File: src/source/addr_pkg.sv
////////////////////
// address path widths and cycle kinds, shared by the RTL and the testbench
// the extension byte sits directly above the internal bus in the register
// so a change to either width moves the extension field with it
////////////////////

package addr_pkg;

   ////////////////////
   // widths
   ////////////////////

   // full address register and external address bus
   localparam int AR_WIDTH = 24;

   // internal processor bus, loaded into the low part of the register
   localparam int IBUS_WIDTH = 16;

   // address extension byte, loaded into the top of the register
   localparam int AEXT_WIDTH = 8;

   // front panel data bus, which only ever carries the top address byte
   localparam int FPD_WIDTH = 8;

   ////////////////////
   // types
   ////////////////////

   // one full address, used for the register and for the address bus
   typedef logic [AR_WIDTH-1:0] ar_t;

   // the kind of external cycle, which picks the strobe that goes low
   typedef enum logic {
      CYCLE_MEM = 1'b0,
      CYCLE_IO  = 1'b1
   } cycle_kind_t;

endpackage

File: src/source/iomap_pkg.sv
////////////////////
// I/O map of the address decoder
// with full decode off, bits 15:10 are ignored and I/O space repeats
// every 1,024 addresses
////////////////////

package iomap_pkg;

   ////////////////////
   // decoded address bits
   ////////////////////

   // bits 9:8 choose one of four groups of 256 addresses
   localparam int IO_SEL_LSB = 8;
   localparam int IO_SEL_MSB = 9;

   // lowest of the upper bits that must all be zero under full decode
   localparam int IO_HIGH_LSB = 10;

   // set to 0 for partial decode, which saves the compare on the upper bits
   localparam bit IO_FULL_DECODE = 1'b1;

   ////////////////////
   // select lines
   ////////////////////

   // one select per group
   localparam int IO_NSEL = 4;

   // group index of each device-select line
   localparam int IO_IDX_SYSDEV = 0;
   localparam int IO_IDX_DEV1XX = 1;
   localparam int IO_IDX_DEV2XX = 2;
   localparam int IO_IDX_DEV3XX = 3;

endpackage

File: src/source/address_register.sv
////////////////////
// 24-bit address register with a one-cycle load and the front panel readout
// loads are ignored while hold is high, so the address stays put under a cycle
////////////////////

`timescale 1ns/1ns

module address_register (
   input  logic                             clk,
   input  logic                             rst_n,
   input  logic                             write_ar,
   input  logic [addr_pkg::IBUS_WIDTH-1:0]  ibus,
   input  logic [addr_pkg::AEXT_WIDTH-1:0]  aext,
   input  logic                             hold,
   input  logic                             nfparh,
   output addr_pkg::ar_t                    ar,
   output logic [addr_pkg::FPD_WIDTH-1:0]   fpd
);

   import addr_pkg::*;

   ////////////////////
   // load control
   ////////////////////

   // a load is taken only when the bus cycle controller is idle
   logic load_en;

   // top byte of the register, which is all the front panel needs to be told
   logic [FPD_WIDTH-1:0] ar_high;

   assign load_en = write_ar && !hold;

   ////////////////////
   // register
   ////////////////////

   // the extension byte goes on top and the internal bus fills the rest
   // so the new address is visible one edge after the strobe
   always_ff @(posedge clk or negedge rst_n) begin
      if (!rst_n) begin
         ar <= '0;
      end else if (load_en) begin
         ar <= {aext, ibus};
      end
   end

   ////////////////////
   // front panel readout
   ////////////////////

   // the panel can already watch the low bits on the address bus during a
   // cycle, so only the top byte is buffered out for it
   assign ar_high = ar[AR_WIDTH-1 -: FPD_WIDTH];

   // the buffer is enabled by the active-low read line and reads as zero
   // when it is not enabled, since there is no tri-state here
   always_comb begin
      if (!nfparh) begin
         fpd = ar_high;
      end else begin
         fpd = '0;
      end
   end

endmodule

File: src/source/io_decoder.sv
////////////////////
// I/O device-select decoder, combinational from the address register
// selects follow nio in the same cycle and at most one is low at a time
////////////////////

`timescale 1ns/1ns

module io_decoder (
   input  addr_pkg::ar_t ar,
   input  logic          nio,
   output logic          nsysdev,
   output logic          niodev1xx,
   output logic          niodev2xx,
   output logic          niodev3xx
);

   import addr_pkg::*;
   import iomap_pkg::*;

   // group number taken from bits 9:8 of the latched address
   logic [IO_SEL_MSB-IO_SEL_LSB:0] grp;

   // high when bits 15:10 are all zero
   logic high_zero;

   // high when one select should be driven low this cycle
   logic sel_en;

   // active-low select vector, indexed by group
   logic [IO_NSEL-1:0] nsel;

   ////////////////////
   // decode
   ////////////////////

   // decoding from the register instead of the address bus lets the select
   // go low as soon as nio does, with no wait for the bus to settle
   assign grp       = ar[IO_SEL_MSB:IO_SEL_LSB];
   assign high_zero = (ar[IBUS_WIDTH-1:IO_HIGH_LSB] == '0);

   // under partial decode the upper bits are don't-care
   assign sel_en = !nio && (high_zero || !IO_FULL_DECODE);

   always_comb begin
      nsel = '1;
      if (sel_en) begin
         nsel[grp] = 1'b0;
      end
   end

   ////////////////////
   // select lines
   ////////////////////

   // group 0 holds the system devices, the rest are free for expansion
   assign nsysdev   = nsel[IO_IDX_SYSDEV];
   assign niodev1xx = nsel[IO_IDX_DEV1XX];
   assign niodev2xx = nsel[IO_IDX_DEV2XX];
   assign niodev3xx = nsel[IO_IDX_DEV3XX];

endmodule

File: src/source/bus_cycle_ctrl.sv
////////////////////
// runs one memory or I/O cycle over a four-phase req/ack handshake
// a start while busy is dropped, and the target must drop ack before the end
// the address bus reads as zero whenever no strobe is low
////////////////////

`timescale 1ns/1ns

module bus_cycle_ctrl (
   input  logic                  clk,
   input  logic                  rst_n,
   input  logic                  cycle_start,
   input  addr_pkg::cycle_kind_t cycle_kind,
   input  logic                  ack,
   input  addr_pkg::ar_t         ar,
   output logic                  busy,
   output logic                  cycle_done,
   output logic                  req,
   output logic                  nmem,
   output logic                  nio,
   output addr_pkg::ar_t         ab
);

   import addr_pkg::*;

   ////////////////////
   // state
   ////////////////////

   // idle, then waiting for ack to rise, then waiting for it to fall again
   typedef enum logic [1:0] {
      ST_IDLE    = 2'd0,
      ST_WAIT_HI = 2'd1,
      ST_WAIT_LO = 2'd2
   } state_t;

   state_t state;
   state_t state_nxt;

   // kind of the open cycle, held so the strobe cannot change mid-cycle
   cycle_kind_t kind_q;

   // a new cycle is taken only from idle
   logic start_ok;

   // the cycle ends on the edge where ack is seen low again
   logic finish;

   // high while either strobe is low, and then the address bus is driven
   logic ab_en;

   assign start_ok = cycle_start && (state == ST_IDLE);
   assign finish   = (state == ST_WAIT_LO) && !ack;

   ////////////////////
   // next state
   ////////////////////

   always_comb begin
      state_nxt = state;
      case (state)
         ST_IDLE: begin
            if (cycle_start) begin
               state_nxt = ST_WAIT_HI;
            end
         end
         ST_WAIT_HI: begin
            // req drops on the edge after ack is seen high
            if (ack) begin
               state_nxt = ST_WAIT_LO;
            end
         end
         ST_WAIT_LO: begin
            if (!ack) begin
               state_nxt = ST_IDLE;
            end
         end
         default: begin
            state_nxt = ST_IDLE;
         end
      endcase
   end

   always_ff @(posedge clk or negedge rst_n) begin
      if (!rst_n) begin
         state      <= ST_IDLE;
         kind_q     <= CYCLE_MEM;
         cycle_done <= 1'b0;
      end else begin
         state      <= state_nxt;
         // one-cycle pulse after the last handshake phase
         cycle_done <= finish;
         if (start_ok) begin
            kind_q <= cycle_kind;
         end
      end
   end

   ////////////////////
   // outputs
   ////////////////////

   // busy spans both wait states, so it covers the whole cycle
   assign busy = (state != ST_IDLE);

   // req is only high before the target has answered
   assign req = (state == ST_WAIT_HI);

   // exactly one strobe is low for the whole open cycle
   assign nmem = !(busy && (kind_q == CYCLE_MEM));
   assign nio  = !(busy && (kind_q == CYCLE_IO));

   // enable formed from both active-low strobes
   assign ab_en = !(nmem && nio);
   assign ab    = ab_en ? ar : '0;

endmodule

File: src/source/addr_unit.sv
////////////////////
// address unit top, joining the address register, the I/O decoder and the
// bus cycle controller
////////////////////

`timescale 1ns/1ns

module addr_unit (
   input  logic                             clk,
   input  logic                             rst_n,
   // processor side
   input  logic                             write_ar,
   input  logic [addr_pkg::IBUS_WIDTH-1:0]  ibus,
   input  logic [addr_pkg::AEXT_WIDTH-1:0]  aext,
   input  logic                             cycle_start,
   input  addr_pkg::cycle_kind_t            cycle_kind,
   input  logic                             nfparh,
   output logic                             busy,
   output logic                             cycle_done,
   // external side
   output addr_pkg::ar_t                    ab,
   output logic                             nmem,
   output logic                             nio,
   output logic                             req,
   input  logic                             ack,
   output logic                             nsysdev,
   output logic                             niodev1xx,
   output logic                             niodev2xx,
   output logic                             niodev3xx,
   output logic [addr_pkg::FPD_WIDTH-1:0]   fpd
);

   import addr_pkg::*;

   // latched address, shared by the controller and the decoder
   ar_t ar;

   // busy holds the register, so the address cannot change under a cycle
   address_register u_ar (
      .clk      (clk),
      .rst_n    (rst_n),
      .write_ar (write_ar),
      .ibus     (ibus),
      .aext     (aext),
      .hold     (busy),
      .nfparh   (nfparh),
      .ar       (ar),
      .fpd      (fpd)
   );

   // the decoder watches the register directly and takes nio for timing
   io_decoder u_iodec (
      .ar        (ar),
      .nio       (nio),
      .nsysdev   (nsysdev),
      .niodev1xx (niodev1xx),
      .niodev2xx (niodev2xx),
      .niodev3xx (niodev3xx)
   );

   bus_cycle_ctrl u_bcc (
      .clk         (clk),
      .rst_n       (rst_n),
      .cycle_start (cycle_start),
      .cycle_kind  (cycle_kind),
      .ack         (ack),
      .ar          (ar),
      .busy        (busy),
      .cycle_done  (cycle_done),
      .req         (req),
      .nmem        (nmem),
      .nio         (nio),
      .ab          (ab)
   );

endmodule

File: config.mk
export PLATFORM = sky130hd
export DESIGN_NAME = addr_unit
export DESIGN_NICKNAME = d
export VERILOG_FILES = /design/src/source/addr_pkg.sv /design/src/source/iomap_pkg.sv /design/src/source/address_register.sv /design/src/source/io_decoder.sv /design/src/source/bus_cycle_ctrl.sv /design/src/source/addr_unit.sv
export SDC_FILE = /design/constraint.sdc
export NUM_CORES = 1
export LEC_CHECK = 0
export BUFFER_PORTS_ARGS = -buffer_cell sky130_fd_sc_hd__buf_2
export CORE_MARGIN = 2
export CORE_UTILIZATION = 24
export DETAILED_ROUTE_END_ITERATION = 7
export PLACE_DENSITY = 0.53
export SLEW_MARGIN = 20
export SYNTH_ARGS = -nofsm -noshare
export SYNTH_HDL_FRONTEND = slang
export SYNTH_SLANG_ARGS = --single-unit
File: constraint.sdc
create_clock -name clk -period 1.4 [get_ports clk]
set_input_delay 0.21 -clock clk [delete_from_list [all_inputs] [get_ports clk]]
set_output_delay 0.21 -clock clk [all_outputs]
set_load 0.01 [all_outputs]
# Word-level counts from Yosys, hierarchy flattened
# Cells that the tools add are included.
[word_totals] reg_bits=28 latch_bits=0 mem_bits_rw=0 romBits=0 input_bits=31 out_inout_bits=41 word_cells=38 memories=0
[classes] add_sub_neg=0 mul=0 n_div=0 n_lt_le_gt_ge=2 n_eq_ne=5 shifts=0 mux=9 bitwise_logic=2 n_reduce_logical=16
[op_table] operator="$mux 24" n=1
[op_table] operator="$logic_and 1x1->1" n=8
[op_table] operator="$mux 8" n=1
[op_table] operator="$logic_not 6->1" n=1
[op_table] operator="$mux 2" n=3
[op_table] operator="$pmux 2 s3" n=1
[op_table] operator="$logic_not 1->1" n=4
[op_table] operator="$mux 4" n=1
[op_table] operator="$ne 2x2->1 const B" n=2
[op_table] operator="$not 4->4" n=1
[op_table] operator="$lt 2x3->1 const B" n=1
[op_table] operator="$reduce_and 3->1" n=1
[op_table] operator="$demux 1 s2" n=1
[op_table] operator="$eq 2x1->1 const B" n=1
[op_table] operator="$eq 2x2->1 const B" n=1
[op_table] operator="$ge 2x1->1 const B" n=1
[op_table] operator="$logic_not 2->1" n=1
[op_table] operator="$ne 2x1->1 const B" n=1
[op_table] operator="$reduce_bool 2->1" n=1
[op_table] operator="$mux 1" n=1
[op_table] operator="$not 1->1" n=1

# Depth between registers and ports, before layout
# Gate-level depths: netlist of run 1.
[logic_depth] ltp_word=6 ltp_mapped=4 depth_no_buf=2

# Hierarchy
# A second synthesis of run 1 with hierarchy kept.
[hier_totals] hier_cells=110 area_unflattened_um2=1491.4
[by_module_without_submodules] module="address_register" n_inst=1 cells_per_inst=60 area_per_inst_um2=1061.0 seq_area_each_um2=600.6
[by_module_without_submodules] module="bus_cycle_ctrl" n_inst=1 cells_per_inst=43 area_per_inst_um2=356.6 seq_area_each_um2=100.1
[by_module_without_submodules] module="io_decoder" n_inst=1 cells_per_inst=7 area_per_inst_um2=73.8 seq_area_each_um2=0.0

# Least setup slack after synthesis of run 1
# OpenSTA, ideal clock, no wires.
[synth_timing] kind="register to register" start="reg u_bcc.state[0]" end="reg u_ar.ar[11]" setup_time_ns=0.125 arrival_time_ns=1.304 required_time_ns=1.275 slack_ns=-0.029 stages_incl_launch_ff=5 path_buffers=2 period_less_slack_ns=1.429 cell_sequence="dfrtp_1 -> clkbuf_2 -> nor3b_4 -> buf_6 -> mux2_2"
[synth_via] elab_chain_len=3
[synth_rtl] element="start, declared" line="bus_cycle_ctrl.sv:37" source="state_t state;"
[synth_rtl] element="start signal, assigned" line="bus_cycle_ctrl.sv:90" source="state <= state_nxt;"
[synth_rtl] element="$reduce_bool 2->1" line="bus_cycle_ctrl.sv:104" source="assign busy = (state != ST_IDLE);"
[synth_rtl] element="$logic_not 1->1" line="address_register.sv:32" source="assign load_en = write_ar && !hold;"
[synth_rtl] element="$logic_and 1x1->1" line="address_register.sv:32"
[synth_rtl] element="end signal, assigned" line="address_register.sv:44" source="ar <= {aext, ibus};"
[synth_rtl] element="end, declared" line="address_register.sv:16" source="output addr_pkg::ar_t ar,"
# No other way between the ends.
# A chain may end at the register's enable or synchronous reset.

# Final worst setup path of run 1
[layout_timing] start="reg u_bcc.state[1]" end="reg u_ar.ar[11]"
# The elaborated chain is that of the path after synthesis.

==> impl_metrics.py, run 1 <==
metrics = {
    "critical_path": {
        "crit_family": "buffers and inverters",
        "critPathSlowestCell": "dfrtp_2",
        "crit_arrival_ns": 1.80,
        "cp.required_ns": 1.57,
        "critPathKind": "flip-flop to flip-flop",
        "crit_buf_inv": 4,
        "crit_top_cell": "buf_6",
        "cp_cell_sequence": "buf_4 > buf_6 > nor3b_4 > buf_6 > clkbuf_16 > mux2_2",
        "cpPeakStageDelay_ns": 0.45,
        "end_kind": "flip-flop",
        "cp-start-kind": "flip-flop",
        "crit_fanout": 4,
    },
    "clock_tree": {
        "htreeDepth": 1,
        "cts_tree": "yes",
        "cts.sinks": 28,
        "cts_buffers": 3,
        "clk_latency_ns": 0.28,
        "path_clk_slew_ns": 0.10,
        "cts_root_buf": "clkbuf_8",
        "cts_buffer_depth": 2,
    },
    "detailed_routing": {
        "vias_per_cell": 4.19,
        "vias": 1170,
        "routedWlPerCell_um": 13.7,
        "drtIter0Drc": 26,
        "antenna_left": 0,
        "first_pass_iters": 4,
        "drc": 0,
        "routed_wirelength_um": 3820,
    },
    "sta": {
        "fin_ws_ns": -0.230,
        "fin_tns_setup_ns": -9.26,
        "rsz0062_at_grt": "yes",
        "drv_slew": 0,
        "tightest_slew_ns": 0.366,
        "fin_crit_ns": 1.63,
        "setup_viol": 55,
        "max_freq_mhz": 613,
        "slew_headroom": 0.756,
        "period_share": 1.16,
        "finClkSkew_ns": 0.00570,
        "final-hold-violation-count": 0,
    },
    "die": {
        "die_x_um": 80.2,
        "ios": 72,
        "chipHeight_um": 80.2,
        "core_um2": 5570,
        "rows": 27,
        "die-area_um2": 6440,
        "start_util": 0.250,
    },
    "place": {
        "numPlacedInstances": 260,
        "pre_cts_ws_ns": 0.0629,
        "gp_congestion": 0.696,
        "io_buffers": 71,
        "dp_hpwl_um": 2390,
    },
    "logic_synthesis": {
        "ys_seq_area_frac": 0.502,
        "synth_cells": 114,
        "syn_area_per_cell_um2": 12.2,
        "syn-num-nets": 145,
        "ys_ff_latch": 28,
        "yosys_warnings": 0,
        "syn_area_um2": 1400,
        "synthDistinctLibCells": 20,
    },
    "power": {
        "power_leakage_nw": 1.16,
        "powerDensity_nw_per_um2": 2210,
        "ir_worst_vdd_mv": 1.04,
        "power.total_mw": 4.96,
    },
    "global_routing": {
        "grt_max_degree": 29,
        "grt_pass1_vias": 1087,
        "antenna_found_initial": 0,
        "track_usage": 0.109,
        "grt_first_pass_wirelength_um": 5370,
        "grt_remaining_overflow": 0,
    },
    "run_status": {
        "failed_checks": "negative setup slack",
        "outcome": "complete, but fails checks",
    },
    "run": {
        "maxCapViolCount": 0,
    },
    "final_layout": {
        "layout_common_cells": "68 x buf_2, 26 x dfrtp_1, 19 x and2b_1, 18 x mux2_4, 16 x nor2b_1",
        "drive_gt1_frac": 0.647,
        "num_antenna_cells": 0,
        "layout-area-overhead-vs-synth_pct": 60.6,
        "final_common_cell": "buf_2",
        "fin_cells": 279,
        "fin_nets": 240,
    },
    "worst_hold_path": {
        "hold_path_class": "input port to flip-flop",
    },
}
registers in the layout, indices dropped and copies added, names as in the netlist:
name / flops
u_bcc.cycle_done: 1
u_bcc.state: 2
u_ar.ar: 24
u_bcc.kind_q: 1
cell type report:
cell class | instances | area (um^2)
Fill cell | 554 | 3330
Multi-Input combinational cell | 79 | 753
Sequential cell | 28 | 703
Timing Repair Buffer | 95 | 646
Tap cell | 72 | 90.1
Clock buffer | 3 | 41.3
Inverter | 2 | 7.51
layer usage:
layer	vias up	track usage	wire, um	part of all wire
met3	2	0.0303	238	0.062
li1	566	-	-	-
met5	-	0	0	0
met1	555	0.141	1690	0.44
met4	0	0.0203	16	0.0042
met2	47	0.181	1880	0.49
logic make-up (layout without fill, tap and decap cells):
family | Yosys count | count (layout) | share of synthesized area
buffers and inverters | 7 | 100 | 0.0305
and+or+nand+nor | 51 | 51 | 0.251
DFF | 28 | 28 | 0.502
muxes | 25 | 25 | 0.202
AOI/OAI and AO/OA | 3 | 3 | 0.0143
final timing paths:
path	from	to	slack [ns]	cells after the start
max in group asynchronous	rst_n	u_bcc.state[1]	0.65	3
hold / removal	ack	u_bcc.cycle_done	0.11	2
min in group asynchronous	rst_n	u_ar.ar[14]	0.46	3
setup reg to reg	u_bcc.state[1]	u_ar.ar[11]	-0.23	6
hold reg to reg	u_ar.ar[5]	u_ar.ar[5]	0.51	1
setup / recovery	u_bcc.state[1]	u_ar.ar[11]	-0.23	6
per-stage QoR:
step | area (um^2) | utilization | hold slack, ns
after CTS | 2060 | 0.369 | 0.0996
after global routing | 2240 | 0.402 | 0.100
final | 2240 | 0.402 | 0.107
after detailed placement | 1880 | 0.337 | 0.240
after global placement | 1880 | 0.337 | 0.246
after floorplan | 1410 | - | -0.0856
synth_stat cells, drive strengths merged:
cell / instances / area [um^2]
nand4: 4 / 25.0
a21oi: 1 / 5.00
o21a: 2 / 15.0
or2b: 1 / 7.51
and2: 1 / 6.26
nor2b: 18 / 113
clkbuf: 3 / 12.5
and2b: 19 / 143
or2: 1 / 6.26
nor3b: 2 / 26.3
nor2: 3 / 11.3
inv: 2 / 7.51
nor4: 1 / 6.26
mux2: 25 / 282
dfrtp: 28 / 701
buf: 2 / 22.5
nand2b: 1 / 6.26
what timing repair did:
item | in CTS | in global routing
setup buffers | 5 | 7
endpoints found under the hold margin | 28 | 0
gates resized for setup | 22 | 23
pin swaps | 7 | 3
endpoints found under the setup margin | 31 | 57
hold buffers | 1 | 0
cloned | 1 | 2
where the power goes:
| group | switching (mW) | leakage (nW) | total (mW) | internal, mW |
|---|---|---|---|---|
| sequential | 0.300 | 0.328 | 1.51 | 1.21 |
| clock | 0.254 | 0.0216 | 0.447 | 0.194 |
| combinational | 1.17 | 0.807 | 3.01 | 1.84 |
| total | 1.72 | 1.16 | 4.96 | 3.24 |
Power figures use the tool's default switching activity.
==> run 2: changes to the inputs <==
--- a/config.mk
+++ b/config.mk
@@ -5,11 +5,11 @@
 export SDC_FILE = /design/constraint.sdc
 export NUM_CORES = 1
 export LEC_CHECK = 0
-export BUFFER_PORTS_ARGS = -buffer_cell sky130_fd_sc_hd__buf_2
 export CORE_MARGIN = 2
 export CORE_UTILIZATION = 24
 export DETAILED_ROUTE_END_ITERATION = 7
-export PLACE_DENSITY = 0.53
+export DONT_BUFFER_PORTS = 1
+export PLACE_DENSITY = 0.42
 export SLEW_MARGIN = 20
 export SYNTH_ARGS = -nofsm -noshare
 export SYNTH_HDL_FRONTEND = slang
==> impl_metrics.py, run 2 (synthesis results as in run 1) <==
metrics = {
    "sta": {
        "rsz0062_at_grt": "yes",
        "final-hold-violation-count": 0,
        "max_freq_mhz": 658,
        "tightest_slew_ns": 0.239,
        "slew_headroom": 0.840,
        "fin_ws_ns": -0.120,
        "finClkSkew_ns": 0.00163,
        "whs_ns": 0.0540,
        "fin_crit_ns": 1.52,
        "fin_tns_setup_ns": -3.53,
        "period_share": 1.09,
        "drv_slew": 0,
        "setup_viol": 52,
    },
    "global_routing": {
        "track_usage": 0.0976,
        "grt_max_degree": 29,
        "antenna_found_initial": 0,
        "grt_remaining_overflow": 0,
        "grt_first_pass_wirelength_um": 4750,
        "grt_pass1_vias": 937,
    },
    "critical_path": {
        "end_kind": "flip-flop",
        "critPathLaunch": "u_bcc.state[0]",
        "r2r_slack_ns": -0.12,
        "critPathKind": "flip-flop to flip-flop",
        "reg2reg_to": "u_ar.ar[8]",
        "crit-reg2reg-launch": "u_bcc.state[0]",
        "cp-start-kind": "flip-flop",
        "crit_fanout": 5,
        "cp.required_ns": 1.56,
        "crit_arrival_ns": 1.68,
        "reg2reg_depth": 5,
        "critPathCapture": "u_ar.ar[8]",
    },
    "place": {
        "gp_congestion": 0.695,
        "placed_cell_area_um2": 1500,
        "io_buffers": 0,
        "dp_hpwl_um": 2230,
    },
    "detailed_routing": {
        "antenna_left": 0,
        "routed_wirelength_um": 3330,
        "vias_per_cell": 4.37,
        "first_pass_iters": 2,
        "wl_met2_um": 1860,
        "drc": 0,
        "routedWlPerCell_um": 16.5,
        "vias": 882,
        "dr_wl_met3_um": 145,
        "wl_met1_um": 1300,
        "drtIter0Drc": 46,
        "highest_layer": "met4",
    },
    "power": {
        "p_clk_frac": 0.100,
        "swShare": 0.366,
        "p_seq_frac": 0.351,
        "pwr-share-comb": 0.549,
        "p_switching_mw": 1.58,
        "ir_worst_vdd_mv": 0.873,
        "power_leakage_nw": 0.810,
        "powerDensity_nw_per_um2": 2380,
        "p_int_mw": 2.74,
    },
    "clock_tree": {
        "cts_buffers": 3,
        "htreeDepth": 1,
        "cts_buffer_depth": 2,
        "cts_tree": "yes",
        "cts.sinks": 28,
        "path_clk_slew_ns": 0.09,
        "clk_latency_ns": 0.27,
        "cts_root_buf": "clkbuf_8",
    },
    "worst_hold_path": {
        "hold_path_class": "input port to flip-flop",
        "whs_path_depth": 1,
    },
    "run_status": {
        "failed_checks": "negative setup slack",
        "outcome": "complete, but fails checks",
    },
    "die": {
        "rows": 27,
        "core_um2": 5570,
        "chipHeight_um": 80.2,
        "die_x_um": 80.2,
        "start_util": 0.250,
        "die-area_um2": 6440,
        "ios": 72,
    },
    "final_layout": {
        "reg_top3": "u_ar.ar (24), u_bcc.state (2)",
        "fin_nets": 163,
        "largest_reg_flops": 24,
        "n_fill_cell": 571,
        "layout_common_cells": "26 x dfrtp_1, 19 x and2b_1, 13 x mux2_4, 12 x nor2b_1, 11 x mux2_2",
        "num_antenna_cells": 0,
        "final_common_cell": "dfrtp_1",
        "design_area_um2": 1810,
        "fin_util": 0.325,
        "layout-area-overhead-vs-synth_pct": 30.0,
        "drive_gt1_frac": 0.438,
        "regMostFlops": "u_ar.ar",
    },
    "run": {
        "maxCapViolCount": 0,
    },
}
run 2: power by group through the flow:
| stage | Sequential [mW] | Clock (mW) | Combinational (mW) |
|---|---|---|---|
| final | 1.52 | 0.434 | 2.37 |
| after global routing | 1.59 | 0.495 | 2.57 |
| after CTS | 1.51 | 0.468 | 1.91 |
| after detailed placement | 1.51 | 0 | 1.72 |
| after global placement | 1.47 | 0 | 1.69 |
| after floorplan | 1.41 | 0 | 1.48 |
run 2: final cells by class:
type                    instances  area [um^2]  area share
multi-input cells              79          759       0.419
clock buffers                   3         41.3      0.0228
repair buffers                 18          210       0.116
inverters                       2         10.0     0.00552
flip-flops and latches         28          703       0.388
well taps                      72         90.1      0.0497
run 2: per-layer routing:
layer / vias to the layer above / GRT usage
met5: - / 0
met4: 0 / 0.0203
met3: 2 / 0.0258
met2: 29 / 0.187
met1: 440 / 0.107
li1: 411 / -
run 2: worst min path at each step:
stage,from,to
after floorplan,rst_n,u_ar.ar[0]
after global routing,ack,u_bcc.state[1]
after global placement,rst_n,u_ar.ar[9]
final,ack,u_bcc.state[1]
after detailed placement,rst_n,u_ar.ar[7]
after CTS,ack,u_bcc.state[1]
run 2: through the flow:
step	std cells	setup slack, ns	total power [mW]
final	202	-0.120	4.32
after floorplan	114	-0.0244	2.89
after detailed placement	188	0.0137	3.22
after global routing	202	-0.194	4.65
after global placement	188	0.0709	3.16
after CTS	197	-0.123	3.89
run 2: what timing repair did:
item                                   4_1_cts  5_1_grt
endpoints found under the hold margin       29        0
gates cloned                                 1        2
hold buffers                                 3        0
resized for setup                           11       42
setup buffers                                2        3
pin swaps                                    5        3
setup endpoints to repair                   29       43
run 2: critical path: stages (launching register included):
cell and delay, ns:
dfrtp_2 0.45, buf_6 0.13, nor3b_4 0.21, buf_6 0.15, buf_6 0.14, mux2_2 0.33
==> run 3: changes to the inputs <==
--- a/config.mk
+++ b/config.mk
@@ -6,11 +6,12 @@
 export NUM_CORES = 1
 export LEC_CHECK = 0
 export CORE_MARGIN = 2
-export CORE_UTILIZATION = 24
+export CORE_UTILIZATION = 43
 export DETAILED_ROUTE_END_ITERATION = 7
 export DONT_BUFFER_PORTS = 1
-export PLACE_DENSITY = 0.42
+export PLACE_DENSITY = 0.64
 export SLEW_MARGIN = 20
 export SYNTH_ARGS = -nofsm -noshare
 export SYNTH_HDL_FRONTEND = slang
+export SYNTH_HIERARCHICAL = 1
 export SYNTH_SLANG_ARGS = --single-unit
==> impl_metrics.py, run 3 <==
metrics = {
    "logic_synthesis": {
        "synth_top_family_by_area": "multiplexers",
        "synthDistinctLibCells": 22,
        "syn_area_um2": 1490,
        "synth_area_leaders": "dfrtp_1 47%, mux2_4 20%, nor2b_1 14%",
        "yosys.area_share.simple": 0.232,
        "synth_top_area_cell": "dfrtp_1",
        "syn_area_per_cell_um2": 13.6,
        "ys_ff_latch": 28,
        "yosys_warnings": 6,
        "synth_fa_ha_area_frac": 0,
        "synth-compound-area-share": 0.0117,
        "synth_flop_cell": "dfrtp_1",
        "synth_xor_area_frac": 0,
        "ys_seq_area_frac": 0.470,
        "async_flop_share": 1.00,
        "synth_cells": 110,
        "syn-num-nets": 141,
        "synth_edf_count": 0,
        "synthMuxAreaShare": 0.239,
        "yosys-top-cells-count": "34 x nor2b_1, 28 x dfrtp_1, 20 x mux2_4, 5 x mux2_2",
        "synth_most_common_cell": "nor2b_1",
        "yosys.area.top_type_share": 0.470,
    },
    "die": {
        "chipHeight_um": 62.9,
        "die-area_um2": 3960,
        "die_x_um": 62.9,
        "rows": 21,
        "core_um2": 3340,
        "start_util": 0.447,
        "ios": 72,
    },
    "global_routing": {
        "track_usage": 0.161,
        "met3_usage": 0.0505,
        "grt_util_met2": 0.281,
        "grt_max_degree": 29,
        "globalRouteMet1Util": 0.188,
        "grt_first_pass_wirelength_um": 5020,
        "grt_pass1_vias": 989,
        "top_usage_layer": "met2",
        "grt_remaining_overflow": 0,
        "antenna_found_initial": 0,
    },
    "critical_path": {
        "crit-reg2reg-launch": "u_bcc/state[0]",
        "reg2reg_depth": 6,
        "crit_buf_inv": 0,
        "cp_cell_sequence": "nor4b_2 > nand3b_1",
        "critPathKind": "flip-flop to primary output",
        "crit_arrival_ns": 1.40,
        "r2r_slack_ns": -0.19,
        "cp.required_ns": 1.19,
        "end_kind": "primary output",
        "cpPeakStageDelay_ns": 0.46,
        "cp-start-kind": "flip-flop",
        "reg2reg_to": "u_ar/ar[12]",
        "crit_family": "simple AND/OR/NAND/NOR gates",
        "critPathSlowestCell": "dfrtp_1",
        "crit_fanout": 4,
    },
    "clock_tree": {
        "cts_buffer_depth": 2,
        "cts_buffers": 3,
        "cts_root_buf": "clkbuf_4",
        "htreeDepth": 1,
        "cts_tree": "yes",
        "cts.sinks": 28,
        "path_clk_slew_ns": 0.16,
        "clk_latency_ns": 0.33,
    },
    "final_layout": {
        "layout_common_cells": "26 x dfrtp_1, 24 x mux2_4, 23 x nor2b_4, 20 x dlygate4sd3_1, 10 x nor2b_1",
        "drive_gt1_frac": 0.563,
        "n_fill_cell": 250,
        "regMostFlops": "u_ar/ar",
        "reg_top3": "u_ar/ar (24), u_bcc/state (2)",
        "num_antenna_cells": 0,
        "seqCellArea_um2": 703,
        "final_common_cell": "dfrtp_1",
        "layout-area-overhead-vs-synth_pct": 47.1,
        "fin_nets": 176,
        "multiInputGateArea_um2": 930,
        "largest_reg_flops": 24,
    },
    "power": {
        "powerDensity_nw_per_um2": 2460,
        "p_int_mw": 3.42,
        "power.total_mw": 5.40,
        "p_clk_frac": 0.098,
        "p_switching_mw": 1.98,
        "power_leakage_nw": 0.975,
        "ir_worst_vdd_mv": 1.42,
        "p_seq_frac": 0.300,
        "swShare": 0.366,
        "pwr-share-comb": 0.602,
    },
    "detailed_routing": {
        "routedWlPerCell_um": 19.0,
        "drc": 0,
        "first_pass_iters": 4,
        "antenna_left": 0,
        "vias": 993,
        "routed_wirelength_um": 3610,
        "drtIter0Drc": 31,
        "vias_per_cell": 5.23,
    },
    "sta": {
        "tightest_slew_ns": 0.359,
        "fin_ws_ns": -0.205,
        "setup_viol": 54,
        "finClkSkew_ns": 0.0117,
        "rsz0062_at_grt": "yes",
        "max_freq_mhz": 623,
        "slew_headroom": 0.759,
        "period_share": 1.15,
        "whs_ns": 0.0253,
        "fin_crit_ns": 1.61,
        "final-hold-violation-count": 0,
        "drv_slew": 0,
    },
    "place": {
        "io_buffers": 0,
        "pre_cts_ws_ns": -0.00971,
        "gp_congestion": 0.715,
    },
    "worst_hold_path": {
        "hold_end": "u_bcc/state[0]",
        "whs_path_depth": 2,
        "hp-start": "cycle_start",
        "hold_path_class": "input port to flip-flop",
    },
    "run_status": {
        "outcome": "complete, but fails checks",
        "failed_checks": "negative setup slack",
    },
    "run": {
        "maxCapViolCount": 0,
    },
}
run 3: what timing repair did:
item / CTS / global route
pin swaps: 6 / 2
hold buffers: 3 / 18
buffers inserted: 3 / 0
setup endpoints to repair: 41 / 56
endpoints found under the hold margin: 30 / 18
cloned: 2 / 1
gates resized for setup: 42 / 29
run 3: layer usage:
layer | vias to the layer above | share of wire
li1 | 436 | -
met1 | 504 | 0.38
met2 | 51 | 0.53
met3 | 2 | 0.081
met4 | 0 | 0.0036
met5 | - | 0
run 3: area by class of cell:
type / count / share of cell area
tap: 46 / 0.0262
timing repair buffer: 35 / 0.202
inverter: 1 / 0.00399
clock buffer: 3 / 0.0103
multi-input combinational: 76 / 0.424
sequential: 28 / 0.320
clock inverter: 1 / 0.0137
run 3: power groups by stage:
stage	combinational (mW)	sequential (mW)	clock [mW]
after floorplan	1.70	1.47	0
after global placement	1.91	1.52	0
after detailed placement	1.93	1.55	0
after CTS	2.75	1.57	0.539
after global routing	3.41	1.68	0.584
final	3.25	1.62	0.529
run 3: worst max path at each step:
stage / startpoint / endpoint / cells past startpoint
3_3_place_gp: u_bcc/state[0] / u_ar/ar[20] / 5
3_5_place_dp: u_bcc/state[0] / u_ar/ar[20] / 5
2_1_floorplan: u_bcc/state[0] / u_ar/ar[0] / 7
5_1_grt: u_ar/ar[11] / niodev1xx / 2
4_1_cts: u_ar/ar[14] / nsysdev / 2
6_report: u_ar/ar[11] / niodev1xx / 2
run 3: through the flow:
stage | util | std cells | setup TNS, ns | cell area (um^2)
floorplan | - | 110 | -4.14 | 1490
global placement | 0.469 | 160 | 0 | 1560
detailed placement | 0.469 | 160 | -0.0114 | 1560
CTS | 0.561 | 171 | -6.90 | 1870
global route | 0.658 | 190 | -9.87 | 2190
finish | 0.658 | 190 | -7.12 | 2190
run 3: kinds of logic after synthesis:
kind of cell / after synthesis
AO/OA/AOI/OAI: 3
buffers and inverters: 6
flip-flops: 28
multiplexers: 25
AND/OR/NAND/NOR: 48
